### src/common/ic_cfg_pkg.sv
package ic_cfg_pkg;

  // Bank word layout, data low and check bits on top
  localparam int unsigned IC_DATA_W = 64;
  localparam int unsigned IC_WORD_W = 71;

  // Default geometry, the wrapper passes the live values down
  localparam int unsigned IC_NUM_WAYS   = 2;
  localparam int unsigned IC_NUM_BANKS  = 2;
  localparam int unsigned IC_INDEX_BITS = 6;

  // Fetch address split
  localparam int unsigned IC_BANK_BIT = 3;                 // Bank select
  localparam int unsigned IC_INDEX_LO = IC_BANK_BIT + 1;   // First index bit

  typedef logic [IC_WORD_W-1:0] ic_word_t;   // Data plus ECC
  typedef logic [IC_DATA_W-1:0] ic_data_t;   // Fetch data

endpackage
### src/common/ic_ecc_pkg.sv
package ic_ecc_pkg;
  import ic_cfg_pkg::*;

  localparam int unsigned IC_ECC_W = IC_WORD_W - IC_DATA_W;  // 7 check bits
  localparam int unsigned IC_HAM_W = IC_ECC_W - 1;           // Hamming part

  typedef logic [IC_ECC_W-1:0] ic_ecc_t;

  // Data bits sit at the non power-of-two code positions 3 to 71.
  // Check bit j covers every data position with bit j set, and the top
  // check bit is parity over data and the Hamming bits together.
  function automatic ic_ecc_t ic_ecc_encode(input ic_data_t data);
    ic_ecc_t ecc;
    int unsigned idx;
    ecc = '0;
    idx = 0;
    for (int unsigned pos = 3; pos <= IC_WORD_W; pos++) begin
      if ((pos & (pos - 1)) != 0) begin  // Skip check positions
        for (int unsigned j = 0; j < IC_HAM_W; j++) begin
          if (pos[j]) begin
            ecc[j] = ecc[j] ^ data[idx];
          end
        end
        idx++;
      end
    end
    ecc[IC_HAM_W] = ^{ecc[IC_HAM_W-1:0], data};  // Overall parity
    return ecc;
  endfunction

  // Zero for a clean word, any single flipped bit gives a nonzero result
  function automatic ic_ecc_t ic_ecc_syndrome(input ic_word_t word);
    ic_ecc_t chk;
    ic_ecc_t syn;
    chk = ic_ecc_encode(word[IC_DATA_W-1:0]);
    syn[IC_HAM_W-1:0] = chk[IC_HAM_W-1:0] ^ word[IC_DATA_W +: IC_HAM_W];
    syn[IC_HAM_W] = ^word;  // Whole word parity
    return syn;
  endfunction

endpackage

### src/common/ic_mem_if.sv
interface ic_mem_if #(
  parameter int unsigned NUM_WAYS   = 2,
  parameter int unsigned NUM_BANKS  = 2,
  parameter int unsigned INDEX_BITS = 6
);
  import ic_cfg_pkg::*;

  logic     [NUM_BANKS-1:0][NUM_WAYS-1:0]   bank_wren;     // Way strobes per bank
  logic     [NUM_BANKS-1:0][INDEX_BITS-1:0] bank_addr;     // Row per bank
  ic_word_t [NUM_BANKS-1:0]                 bank_wr_data;  // Write word per bank
  ic_word_t [NUM_WAYS-1:0][NUM_BANKS-1:0]   bank_rd_data;  // Registered read out

  modport ctrl (
    output bank_wren,
    output bank_addr,
    output bank_wr_data,
    input  bank_rd_data
  );

  modport array (
    input  bank_wren,
    input  bank_addr,
    input  bank_wr_data,
    output bank_rd_data
  );

endinterface

### src/ic_data/ic_data.sv
module ic_data #(
  parameter int unsigned NUM_WAYS   = 2,
  parameter int unsigned NUM_BANKS  = 2,
  parameter int unsigned INDEX_BITS = 6
) (
  input  logic                                  clk,
  input  logic                                  reset,

  input  logic [31:1]                           ic_rw_addr,
  input  logic [NUM_WAYS-1:0]                   ic_wr_en,
  input  logic                                  ic_rd_en,
  input  ic_cfg_pkg::ic_word_t [NUM_BANKS-1:0]  ic_wr_data,
  output ic_cfg_pkg::ic_data_t                  ic_rd_data,

  input  ic_cfg_pkg::ic_word_t                  ic_debug_wr_data,
  output ic_cfg_pkg::ic_word_t                  ic_debug_rd_data,
  output logic [NUM_BANKS-1:0]                  ic_eccerr,
  input  logic [INDEX_BITS+3:3]                 ic_debug_addr,
  input  logic                                  ic_debug_rd_en,
  input  logic                                  ic_debug_wr_en,
  input  logic [NUM_WAYS-1:0]                   ic_debug_way,

  input  ic_cfg_pkg::ic_data_t                  ic_premux_data,
  input  logic                                  ic_sel_premux_data,
  input  logic [NUM_WAYS-1:0]                   ic_rd_hit,

  ic_mem_if.ctrl                                mem
);
  import ic_cfg_pkg::*;
  import ic_ecc_pkg::*;

  logic [INDEX_BITS-1:0] rw_index;
  logic [INDEX_BITS-1:0] dbg_index;
  logic                  rw_bank;
  logic                  dbg_bank;
  logic                  dbg_access;

  logic                  rd_valid_q;   // Read data due this cycle
  logic                  rd_bank_q;
  logic                  dbg_rd_q;     // Debug word due this cycle
  logic [NUM_WAYS-1:0]   dbg_way_q;
  logic                  dbg_bank_q;
  ic_word_t              dbg_rd_data_q;

  ic_word_t [NUM_BANKS-1:0] hit_word;  // Hit way word of each bank
  ic_word_t                 dbg_word;
  logic                     hit_any;

  // Address split
  assign rw_index  = ic_rw_addr[IC_INDEX_LO +: INDEX_BITS];
  assign rw_bank   = ic_rw_addr[IC_BANK_BIT];
  assign dbg_index = ic_debug_addr[IC_INDEX_LO +: INDEX_BITS];
  assign dbg_bank  = ic_debug_addr[IC_BANK_BIT];

  assign dbg_access = ic_debug_rd_en | ic_debug_wr_en;

  // Both banks share one row, debug takes over the address
  always_comb begin
    for (int b = 0; b < NUM_BANKS; b++) begin
      mem.bank_addr[b] = dbg_access ? dbg_index : rw_index;
    end
  end

  // Fill writes every bank of the chosen ways, debug only one bank
  always_comb begin
    for (int b = 0; b < NUM_BANKS; b++) begin
      if (ic_debug_wr_en) begin
        mem.bank_wren[b]    = (dbg_bank == b) ? ic_debug_way : '0;
        mem.bank_wr_data[b] = ic_debug_wr_data;  // Raw, check bits as given
      end else begin
        mem.bank_wren[b]    = ic_wr_en;
        mem.bank_wr_data[b] = ic_wr_data[b];
      end
    end
  end

  always_ff @(posedge clk) begin
    if (reset) begin
      rd_valid_q <= 1'b0;
      rd_bank_q  <= 1'b0;
      dbg_rd_q   <= 1'b0;
      dbg_way_q  <= '0;
      dbg_bank_q <= 1'b0;
    end else begin
      rd_valid_q <= ic_rd_en;
      dbg_rd_q   <= ic_debug_rd_en;
      if (ic_rd_en) begin
        rd_bank_q <= rw_bank;
      end
      if (ic_debug_rd_en) begin
        dbg_way_q  <= ic_debug_way;
        dbg_bank_q <= dbg_bank;
      end
    end
  end

  // One-hot way select, zero when nothing hits
  always_comb begin
    for (int b = 0; b < NUM_BANKS; b++) begin
      hit_word[b] = '0;
      for (int w = 0; w < NUM_WAYS; w++) begin
        if (ic_rd_hit[w]) begin
          hit_word[b] = hit_word[b] | mem.bank_rd_data[w][b];
        end
      end
    end
  end

  assign hit_any = |ic_rd_hit;

  assign ic_rd_data = ic_sel_premux_data ? ic_premux_data
                                         : hit_word[rd_bank_q][IC_DATA_W-1:0];

  // Flag only, the fetch unit refetches on error
  always_comb begin
    for (int b = 0; b < NUM_BANKS; b++) begin
      ic_eccerr[b] = rd_valid_q & hit_any & ~ic_sel_premux_data &
                     (ic_ecc_syndrome(hit_word[b]) != '0);
    end
  end

  // Debug read path
  always_comb begin
    dbg_word = '0;
    for (int w = 0; w < NUM_WAYS; w++) begin
      if (dbg_way_q[w]) begin
        dbg_word = dbg_word | mem.bank_rd_data[w][dbg_bank_q];
      end
    end
  end

  always_ff @(posedge clk) begin
    if (reset) begin
      dbg_rd_data_q <= '0;
    end else if (dbg_rd_q) begin
      dbg_rd_data_q <= dbg_word;  // Hold until next debug read
    end
  end

  assign ic_debug_rd_data = dbg_rd_q ? dbg_word : dbg_rd_data_q;

endmodule

### src/flat_wrapper.sv
// flat-port wrapper written by rule: the top's interface ports become plain ports
module ic_data_flat import ic_cfg_pkg::*; import ic_ecc_pkg::*;
#(
  parameter int unsigned NUM_WAYS   = 2,
  parameter int unsigned NUM_BANKS  = 2,
  parameter int unsigned INDEX_BITS = 6
)
  (clk, reset, ic_rw_addr, ic_wr_en, ic_rd_en, ic_wr_data, ic_rd_data, ic_debug_wr_data, ic_debug_rd_data, ic_eccerr, ic_debug_addr, ic_debug_rd_en, ic_debug_wr_en, ic_debug_way, ic_premux_data, ic_sel_premux_data, ic_rd_hit, mem_bank_wren, mem_bank_addr, mem_bank_wr_data, mem_bank_rd_data);
  ic_mem_if #(.NUM_WAYS(NUM_WAYS), .NUM_BANKS(NUM_BANKS), .INDEX_BITS(INDEX_BITS)) mem_i ();
  input  logic clk;
  input  logic reset;
  input  logic [31:1] ic_rw_addr;
  input  logic [NUM_WAYS-1:0] ic_wr_en;
  input  logic ic_rd_en;
  input  ic_cfg_pkg::ic_word_t [NUM_BANKS-1:0] ic_wr_data;
  output ic_cfg_pkg::ic_data_t ic_rd_data;
  input  ic_cfg_pkg::ic_word_t ic_debug_wr_data;
  output ic_cfg_pkg::ic_word_t ic_debug_rd_data;
  output logic [NUM_BANKS-1:0] ic_eccerr;
  input  logic [INDEX_BITS+3:3] ic_debug_addr;
  input  logic ic_debug_rd_en;
  input  logic ic_debug_wr_en;
  input  logic [NUM_WAYS-1:0] ic_debug_way;
  input  ic_cfg_pkg::ic_data_t ic_premux_data;
  input  logic ic_sel_premux_data;
  input  logic [NUM_WAYS-1:0] ic_rd_hit;
  output wire logic [$bits(mem_i.bank_wren)-1:0] mem_bank_wren;
  output wire logic [$bits(mem_i.bank_addr)-1:0] mem_bank_addr;
  output wire logic [$bits(mem_i.bank_wr_data)-1:0] mem_bank_wr_data;
  input wire logic [$bits(mem_i.bank_rd_data)-1:0] mem_bank_rd_data;
  assign mem_bank_wren = mem_i.bank_wren;
  assign mem_bank_addr = mem_i.bank_addr;
  assign mem_bank_wr_data = mem_i.bank_wr_data;
  assign mem_i.bank_rd_data = mem_bank_rd_data;
  ic_data #(.NUM_WAYS(NUM_WAYS), .NUM_BANKS(NUM_BANKS), .INDEX_BITS(INDEX_BITS)) u_core (.clk(clk), .reset(reset), .ic_rw_addr(ic_rw_addr), .ic_wr_en(ic_wr_en), .ic_rd_en(ic_rd_en), .ic_wr_data(ic_wr_data), .ic_rd_data(ic_rd_data), .ic_debug_wr_data(ic_debug_wr_data), .ic_debug_rd_data(ic_debug_rd_data), .ic_eccerr(ic_eccerr), .ic_debug_addr(ic_debug_addr), .ic_debug_rd_en(ic_debug_rd_en), .ic_debug_wr_en(ic_debug_wr_en), .ic_debug_way(ic_debug_way), .ic_premux_data(ic_premux_data), .ic_sel_premux_data(ic_sel_premux_data), .ic_rd_hit(ic_rd_hit), .mem(mem_i));
endmodule
### config.mk
export PLATFORM = sky130hd
export DESIGN_NAME = ic_data_flat
export DESIGN_NICKNAME = d
export VERILOG_FILES = /design/src/common/ic_cfg_pkg.sv /design/src/common/ic_ecc_pkg.sv /design/src/common/ic_mem_if.sv /design/src/ic_data/ic_data.sv /design/src/flat_wrapper.sv
export SDC_FILE = /design/constraint.sdc
export NUM_CORES = 1
export LEC_CHECK = 0
export BUFFER_PORTS_ARGS = -buffer_cell sky130_fd_sc_hd__buf_2
export CORE_AREA = 2 2 356 358
export DETAILED_ROUTE_END_ITERATION = 6
export DIE_AREA = 0 0 358 360
export GPL_TIMING_DRIVEN = 0
export PLACE_DENSITY_LB_ADDON = 0.05
export SYNTH_ARGS = -nofsm -noshare
export SYNTH_HDL_FRONTEND = slang
export SYNTH_SLANG_ARGS = --single-unit
### constraint.sdc
create_clock -name clk -period 7.4 [get_ports clk]
set_clock_uncertainty 0.2 [all_clocks]
set_input_delay 1.11 -clock clk [delete_from_list [all_inputs] [get_ports clk]]
set_output_delay 1.11 -clock clk [all_outputs]
set_load 0.01 [all_outputs]
==> summary.txt, run 1 <==
RUN STATUS
--------------------------------------------------------------------------------------------------
Result of the run ................................................................... finished, violations left
Failing checks ...................................................................... max-capacitance violations, max-slew violations, negative setup slack

DIE
--------------------------------------------------------------------------------------------------
Die area ............................................................................   128900 µm²
Die W ...............................................................................       358 µm
Core area ...........................................................................   124900 µm²
Initial core utilization ............................................................       0.1167
Floorplan row count .................................................................          130
Number of placed I/O pins ...........................................................          906
Die Y ...............................................................................       360 µm

LOGIC SYNTHESIS
--------------------------------------------------------------------------------------------------
Post-synthesis register bit count ...................................................           77
Total number of yosys warnings ......................................................            0
Fraction of synthesized cell area taken by the top area cell type ...................       0.1267
Leading area contributor after synthesis ............................................       mux2_2
Syn Inst Count ......................................................................         1944
Post-Synthesis Cell Area ............................................................    14580 µm²
Most frequently used cell type in the post-synthesis netlist ........................      o21ai_0
Most common flop cell mapped by yosys ...............................................      dfxtp_1
Number of flops mapped to enable cells by yosys .....................................            0
Cells taking the most area after synthesis .......................................... mux2_2 13%, dfxtp_1 11%, a22oi_1 7.5%
Post-synthesis sequential area ratio ................................................       0.1057
Net count of the mapped netlist .....................................................         2555
Count of different cell masters after synthesis .....................................           56
Share of synthesized registers carrying an async set or reset .......................            0
Mean post-synth cell area ...........................................................    7.499 µm²
Post-synth top cells ................................................................ 189 x o21ai_0, 169 x a21oi_1, 164 x mux2_2

SETUP PATH
--------------------------------------------------------------------------------------------------
Worst Setup SP ...................................................................... ic_rd_hit[0]
Reg2reg setup slack .................................................................      2.72 ns
Capture point of the worst path ..................................................... ic_rd_data[55]
Critical register-to-register path startpoint ....................................... u_core.dbg_bank_q
Worst Reg-to-Reg Cells ..............................................................            7
Type of the worst setup path ........................................................ input pin to primary output
WP data required ....................................................................      6.09 ns
Terminus of the critical flop-to-flop path .......................................... u_core.dbg_rd_data_q[29]
Maximum fanout count along the critical path ........................................           10
Worst EP arrival ....................................................................      6.26 ns
Critical Path End Type .............................................................. primary output
Nature of the critical path startpoint ..............................................    input pin

ROUTING
--------------------------------------------------------------------------------------------------
Count of nets left with antenna violations after detail routing .....................            0
Ratio of routed vias to standard cells ..............................................        4.416
Number of detailed-route iterations in the first pass ...............................            6
DRC Markers .........................................................................            0
Number of DRC markers after the initial detailed-route iteration ....................         1470
Count of vias placed by the detailed router .........................................        19887
Average wire per cell in the routed design ..........................................     35.66 µm
Total Wirelength ....................................................................    160600 µm

CTS
--------------------------------------------------------------------------------------------------
Clock latency reported for the late side of the worst-skew pair .....................      0.40 ns
Maximum count of clock buffers along a single path ..................................            2
Clock tree from TritonCTS ...........................................................         done
Number of H-tree levels .............................................................            3
Number of buffers created by CTS ....................................................            9
Number of setup buffers added after CTS .............................................            0
Hold-fix buffers at CTS .............................................................            0
Post_cts resized ....................................................................            0
Root Buffer Master ..................................................................    clkbuf_16
Count of clock tree sinks ...........................................................           77
Clock transition time at the flip-flop clock pins of the worst setup and hold paths .      0.07 ns

TIMING
--------------------------------------------------------------------------------------------------
Worst-margin pin slew ...............................................................     1.535 ns
Number of failing hold endpoints at the final stage .................................            0
Worst slew margin ...................................................................     -0.02939
Number of pins exceeding their max-slew limit in the final report ...................           13
Maximum clock frequency .............................................................    132.1 MHz
Final worst slack ...................................................................   -0.1696 ns
Time the worst path needs with I/O delays and setup .................................     7.570 ns
Setup violation total in the final timing report ....................................            1
Fraction of the cycle the final worst path needs ....................................        1.023
RSZ-0062 raised after global routing ................................................           no

GRT
--------------------------------------------------------------------------------------------------
Vias in the first global route ......................................................        20755
Maximum number of pins on one net before global-route repair ........................           16
First-pass GRT wire length ..........................................................    204300 µm
GR Util All Layers ..................................................................       0.2395
Number of antenna violations at the first check in global routing ...................           76
Overflow left after global routing ..................................................            0

PLACE
--------------------------------------------------------------------------------------------------
Count of input and output buffers ...................................................          877
Pre-CTS setup slack .................................................................   0.04159 ns
Estimated wirelength of the detail-placed design ....................................    136800 µm
Routability-driven placement congestion ratio .......................................       0.9141
Post-Place Cell Area ................................................................    21060 µm²

LAYOUT
--------------------------------------------------------------------------------------------------
Final standard cell area without fillers ............................................    21380 µm²
Final design utilization ............................................................       0.1711
Share of final-layout standard cells stronger than drive strength 1 .................       0.4161
Layout overhead on the synthesized area .............................................       46.63%
Net count of the finished layout ....................................................         3444

POWER AND IR DROP
--------------------------------------------------------------------------------------------------
Post-route total power ..............................................................     3.334 mW
Worst-case vdd ir drop ..............................................................    0.1314 mV
Leakage power total .................................................................     9.852 nW
PD cells ............................................................................ 156.0 nW/µm²

FLOW RUN
--------------------------------------------------------------------------------------------------
Number of maximum-capacitance violations ............................................            3

MIN PATH
--------------------------------------------------------------------------------------------------
Worst min path class ................................................................ flop to flop

[flip-flops by register name (all words and copies together), names as in the netlist]
register              cells
u_core.rd_valid_q         1
u_core.dbg_rd_data_q     71
u_core.rd_bank_q          1
u_core.dbg_rd_q           1
u_core.dbg_bank_q         1
u_core.dbg_way_q          2
[layout make-up]
type / count / area (µm²)
diodes: 15 / 37.54
plain buffers: 169 / 928.4
clock buffers: 9 / 225.2
clock inverters: 7 / 57.56
fillers: 14548 / 103500
inverters: 148 / 555.5
multi-input cells: 1550 / 11560
flip-flops and latches: 77 / 1541
well taps: 1650 / 2064
repair buffers: 878 / 4404
[how the worst min path moves through the flow]
stage,startpoint,endpoint,slack (ns),cells past startpoint
2_1_floorplan,u_core.dbg_rd_data_q[0],u_core.dbg_rd_data_q[0],0.40,3
3_3_place_gp,u_core.dbg_rd_data_q[31],u_core.dbg_rd_data_q[31],0.38,3
3_5_place_dp,u_core.dbg_rd_data_q[8],u_core.dbg_rd_data_q[8],0.38,3
4_1_cts,u_core.dbg_rd_data_q[8],u_core.dbg_rd_data_q[8],0.39,3
5_1_grt,u_core.dbg_rd_data_q[62],u_core.dbg_rd_data_q[62],0.42,3
6_report,u_core.dbg_rd_data_q[21],u_core.dbg_rd_data_q[21],0.39,3
[per-layer routing]
metal	global-route usage	wire (µm)
met5	0	368
met4	0.07901	5871
met3	0.04365	9004
met2	0.4677	87300
met1	0.2526	58050
[report_power, final]
group | internal, mW | switching, mW
registers | 0.441 | 0.00726
logic | 0.984 | 1.41
clock network | 0.233 | 0.259
total | 1.66 | 1.68
[cells in the final DEF, fill, tap and decap left out, drive strengths merged, types with 2 or more instances in the layout]
master / Yosys / layout
buf: 73 / 951
mux2: 164 / 164
and2: 2 / 2
a21o: 35 / 35
dfxtp: 77 / 77
xnor3: 24 / 24
or2: 3 / 3
inv: 148 / 151
a221oi: 34 / 34
a21oi: 170 / 170
nand2: 153 / 153
clkinvlp: 0 / 2
diode: 0 / 15
a22o: 5 / 5
nor2: 76 / 76
clkbuf: 96 / 105
a211oi: 27 / 27
nand2b: 2 / 2
o21ai: 189 / 189
o22ai: 39 / 39
xor2: 46 / 46
nand3: 3 / 3
nor2b: 105 / 105
nand3b: 2 / 2
nor3: 2 / 2
o31ai: 3 / 3
xor3: 2 / 2
a22oi: 187 / 187
clkinv: 0 / 2
and3b: 2 / 2
a31oi: 2 / 2
and3: 4 / 4
a21boi: 60 / 60
xnor2: 128 / 128
o22a: 7 / 7
mux2i: 67 / 67
a311oi: 3 / 3
[metrics by stage]
stage | cells | hold slack, ns | TNS, ns
final | 4503 | 0.3886 | -0.1696
after global placement | 4471 | 0.3769 | -0.4354
after global routing | 4499 | 0.4212 | 0
after floorplan | 1944 | 0.4018 | 0
after detailed placement | 4472 | 0.3762 | 0
after CTS | 4488 | 0.3921 | 0
[cells by family (layout without fill, tap and decap cells)]
family,count (synthesis),count (layout),share of synthesized area
AO/OA/AOI/OAI,764,764,0.3573
XOR/XNOR,200,200,0.1495
buffers and inverters,317,1211,0.1015
flip-flops,77,77,0.1057
multiplexers,231,231,0.1727
other,0,15,0
AND/OR/NAND/NOR,355,355,0.1133
[worst max-delay path: stages]
cell,delay [ns]
buf_2,0.13
buf_6,0.24
buf_6,0.30
buf_6,0.27
buf_6,0.33
buf_6,0.31
buf_6,0.31
buf_2,0.40
buf_1,0.95
a221oi_1,0.25
a211oi_1,1.28
a21o_1,0.15
buf_2,0.14
No activity file was read; power rests on OpenSTA's default activity.
==> run 2, diff against run 1 <==
--- a/config.mk
+++ b/config.mk
@@ -5,10 +5,10 @@
 export SDC_FILE = /design/constraint.sdc
 export NUM_CORES = 1
 export LEC_CHECK = 0
-export BUFFER_PORTS_ARGS = -buffer_cell sky130_fd_sc_hd__buf_2
 export CORE_AREA = 2 2 356 358
 export DETAILED_ROUTE_END_ITERATION = 6
 export DIE_AREA = 0 0 358 360
+export DONT_BUFFER_PORTS = 1
 export GPL_TIMING_DRIVEN = 0
 export PLACE_DENSITY_LB_ADDON = 0.05
 export SYNTH_ARGS = -nofsm -noshare
==> run 2 against run 1 <==
The run ends with max-capacitance violations, max-slew violations left. First-iteration DRC count shrank 26%. Sequential power hardly changed. Clock power is 1% higher. Setup slack improved by 0.23 ns. Count of clock-buffer cells in the layout is the same. Critical path depth shrank 2.
==> summary.txt, run 2 (synthesis gave the netlist of run 1 again) <==
SETUP PATH
--------------------------------------------------------------------------------------------------
Critical register-to-register path startpoint ....................................... u_core.dbg_bank_q
Critical Path End Type .............................................................. primary output
Logic depth of the worst setup path including buffers ...............................           11   -2
Peak per-stage delay on the critical path ...........................................      1.30 ns   +0.02 ns
Nature of the critical path startpoint ..............................................    input pin
Type of the worst setup path ........................................................ input pin to primary output
Reg2reg setup slack .................................................................      2.24 ns   -0.48 ns
Slowest-stage cell, CP ..............................................................     a211oi_1
Critical Path Most Common Cell ......................................................        buf_6
Worst Reg-to-Reg Cells ..............................................................            7   unchanged
Maximum fanout count along the critical path ........................................           10   unchanged
Sum of buffers and inverters on the critical path ...................................            8   -2
WP data required ....................................................................      6.09 ns   about the same
Capture point of the worst path ..................................................... ic_rd_data[55]
Worst EP arrival ....................................................................      6.02 ns   -0.24 ns
Terminus of the critical flop-to-flop path .......................................... u_core.dbg_rd_data_q[29]
Worst Setup SP ...................................................................... ic_rd_hit[0]
Worst path cell trace ............................................................... buf_6, buf_6, buf_6, buf_6, buf_6, buf_6, buf_2, buf_1, a221oi_1, a211oi_1, a21o_1
Family of cells with the greatest summed delay on the critical path ................. buffers and inverters

GRT
--------------------------------------------------------------------------------------------------
Maximum number of pins on one net before global-route repair ........................           16   unchanged
Overflow left after global routing ..................................................            0   unchanged
Number of antenna violations at the first check in global routing ...................           20   -74%
Vias in the first global route ......................................................        16794   -19%
First-pass GRT wire length ..........................................................    197600 µm   -3.3%
GR Util All Layers ..................................................................       0.2388   -0.0007090

MIN PATH
--------------------------------------------------------------------------------------------------
Worst min path class ................................................................ flop to flop

LAYOUT
--------------------------------------------------------------------------------------------------
Net count of the finished layout ....................................................         2567   -25%
Share of final-layout standard cells stronger than drive strength 1 .................       0.1560   -0.2601
Final standard cell area without fillers ............................................    16980 µm²   -21%
Final design utilization ............................................................       0.1359   -0.03522
Area of combinational cells with multiple inputs ....................................    11560 µm²   unchanged
Fillcell total ......................................................................        14582   +0.23%
Most used cells in the layout excluding fill and tap cells .......................... 189 x o21ai_0, 169 x a21oi_1, 164 x mux2_2
Layout overhead on the synthesized area .............................................       16.45%
Largest register FFs ................................................................           71   unchanged
Commonest non-fill, non-tap cell in the layout ......................................      o21ai_0
Registers with the most flip-flops .................................................. u_core.dbg_rd_data_q x71, u_core.dbg_way_q x2
Register ranked first by flip-flop count ............................................ u_core.dbg_rd_data_q
Flip-flop and latch area ............................................................     1541 µm²   unchanged

ROUTING
--------------------------------------------------------------------------------------------------
Number of DRC markers after the initial detailed-route iteration ....................         1084   -26%
Total Wirelength ....................................................................    159600 µm   -0.63%
DRC Markers .........................................................................            0   unchanged
Ratio of routed vias to standard cells ..............................................        4.503   +2.0%
Count of vias placed by the detailed router .........................................        16318   -18%
Number of detailed-route iterations in the first pass ...............................            7   +1
Count of nets left with antenna violations after detail routing .....................            0   unchanged
Average wire per cell in the routed design ..........................................     44.04 µm   +23%

PLACE
--------------------------------------------------------------------------------------------------
Count of input and output buffers ...................................................            0   -100%
Pre-CTS setup slack .................................................................    0.1302 ns   +0.08858 ns
Routability-driven placement congestion ratio .......................................       0.9250   +1.2%
Post-Place Cell Area ................................................................    16660 µm²   -21%
Estimated wirelength of the detail-placed design ....................................    135500 µm   -0.92%

TIMING
--------------------------------------------------------------------------------------------------
Worst slew margin ...................................................................     -0.04039   -0.01100
Time the worst path needs with I/O delays and setup .................................     7.335 ns   -0.2349 ns
Number of failing hold endpoints at the final stage .................................            0   unchanged
Number of pins exceeding their max-slew limit in the final report ...................            2   -11
RSZ-0062 raised after global routing ................................................           no
Final worst slack ...................................................................   0.06535 ns   +0.2349 ns
Maximum clock frequency .............................................................    136.3 MHz   +3.2%
Setup violation total in the final timing report ....................................            0   -1
Fraction of the cycle the final worst path needs ....................................       0.9912   -0.03175
Worst-margin pin slew ...............................................................     1.551 ns   +0.01640 ns
TNS Setup ...........................................................................         0 ns   +0.1696 ns

CTS
--------------------------------------------------------------------------------------------------
Clock transition time at the flip-flop clock pins of the worst setup and hold paths .      0.08 ns   about the same
Root Buffer Master ..................................................................    clkbuf_16
Clock tree from TritonCTS ...........................................................         done
Number of buffers created by CTS ....................................................            9   unchanged
Post_cts resized ....................................................................            0   unchanged
Maximum count of clock buffers along a single path ..................................            2   unchanged
Number of setup buffers added after CTS .............................................            0   unchanged
Clock latency reported for the late side of the worst-skew pair .....................      0.42 ns   +0.02 ns
Count of clock tree sinks ...........................................................           77   unchanged
Number of H-tree levels .............................................................            3   unchanged
Hold-fix buffers at CTS .............................................................            0   unchanged

RUN STATUS
--------------------------------------------------------------------------------------------------
Result of the run ................................................................... finished, violations left
Failing checks ...................................................................... max-capacitance violations, max-slew violations

DIE
--------------------------------------------------------------------------------------------------
Die area ............................................................................   128900 µm²   unchanged
Number of placed I/O pins ...........................................................          906   unchanged
Initial core utilization ............................................................       0.1167   unchanged
Floorplan row count .................................................................          130   unchanged
Core area ...........................................................................   124900 µm²   unchanged
Die W ...............................................................................       358 µm   unchanged
Die Y ...............................................................................       360 µm   unchanged

FLOW RUN
--------------------------------------------------------------------------------------------------
Number of maximum-capacitance violations ............................................            1   -2

POWER AND IR DROP
--------------------------------------------------------------------------------------------------
Post-route total power ..............................................................     2.967 mW   -11%
PD cells ............................................................................ 174.8 nW/µm²   +12%
Worst-case vdd ir drop ..............................................................    0.1636 mV   +25%
Leakage power total .................................................................     6.305 nW   -36%

run 2: cell count changes in the layout (fill, tap and decap cells not counted), sizes merged:
cell / previous run / this run
buf: 951 / 74
diode: 15 / 13
run 2: per-layer routing:
layer / track usage / wire, µm / vias to the layer above
met4: 0.07211 / 4634 / 6
met1: 0.2408 / 55320 / 8344
li1: - / - / 7005
met3: 0.06129 / 11300 / 117
met2: 0.4698 / 88300 / 846
met5: 0 / 40 / -
run 2: metrics by stage:
| step | hold WS, ns | std cells |
|---|---|---|
| 6_report | 0.4385 | 3624 |
| 5_1_grt | 0.4642 | 3619 |
| 4_1_cts | 0.4432 | 3611 |
| 3_5_place_dp | 0.4313 | 3595 |
| 3_3_place_gp | 0.4278 | 3594 |
| 2_1_floorplan | 0.4018 | 1944 |
run 2: how the worst min path moves through the flow:
stage | start | endpoint | cells after the start
6_report | u_core.dbg_rd_data_q[59] | u_core.dbg_rd_data_q[59] | 3
5_1_grt | u_core.dbg_rd_data_q[2] | u_core.dbg_rd_data_q[2] | 3
4_1_cts | u_core.dbg_rd_data_q[3] | u_core.dbg_rd_data_q[3] | 3
3_5_place_dp | u_core.dbg_rd_data_q[56] | u_core.dbg_rd_data_q[56] | 3
3_3_place_gp | u_core.dbg_rd_data_q[8] | u_core.dbg_rd_data_q[8] | 3
2_1_floorplan | u_core.dbg_rd_data_q[0] | u_core.dbg_rd_data_q[0] | 3
run 2: layout make-up:
cell class,instances,area share
Clock buffer,9,0.01327
Multi-Input combinational cell,1550,0.6810
Antenna cell,13,0.001916
Clock inverter,7,0.003390
Tap cell,1650,0.1216
Sequential cell,77,0.09080
Buffer,169,0.05483
Inverter,148,0.03272
Timing Repair Buffer,1,0.0004422
run 2: worst reg2reg max path, delay by kind of cell, from the launching register on:
family,cells,cell delay (ns)
AO/OA/AOI/OAI,2,1.08
multiplexers,1,0.47
buffers and inverters,3,2.71
AND/OR/NAND/NOR,1,0.23
flip-flops,1,0.31
run 2: report_power, final:
| part | switching [mW] | internal [mW] | leakage (nW) |
|---|---|---|---|
| Clock | 0.265 | 0.232 | 0.134 |
| Combinational | 1.23 | 0.790 | 5.54 |
| Sequential | 0.00705 | 0.441 | 0.634 |
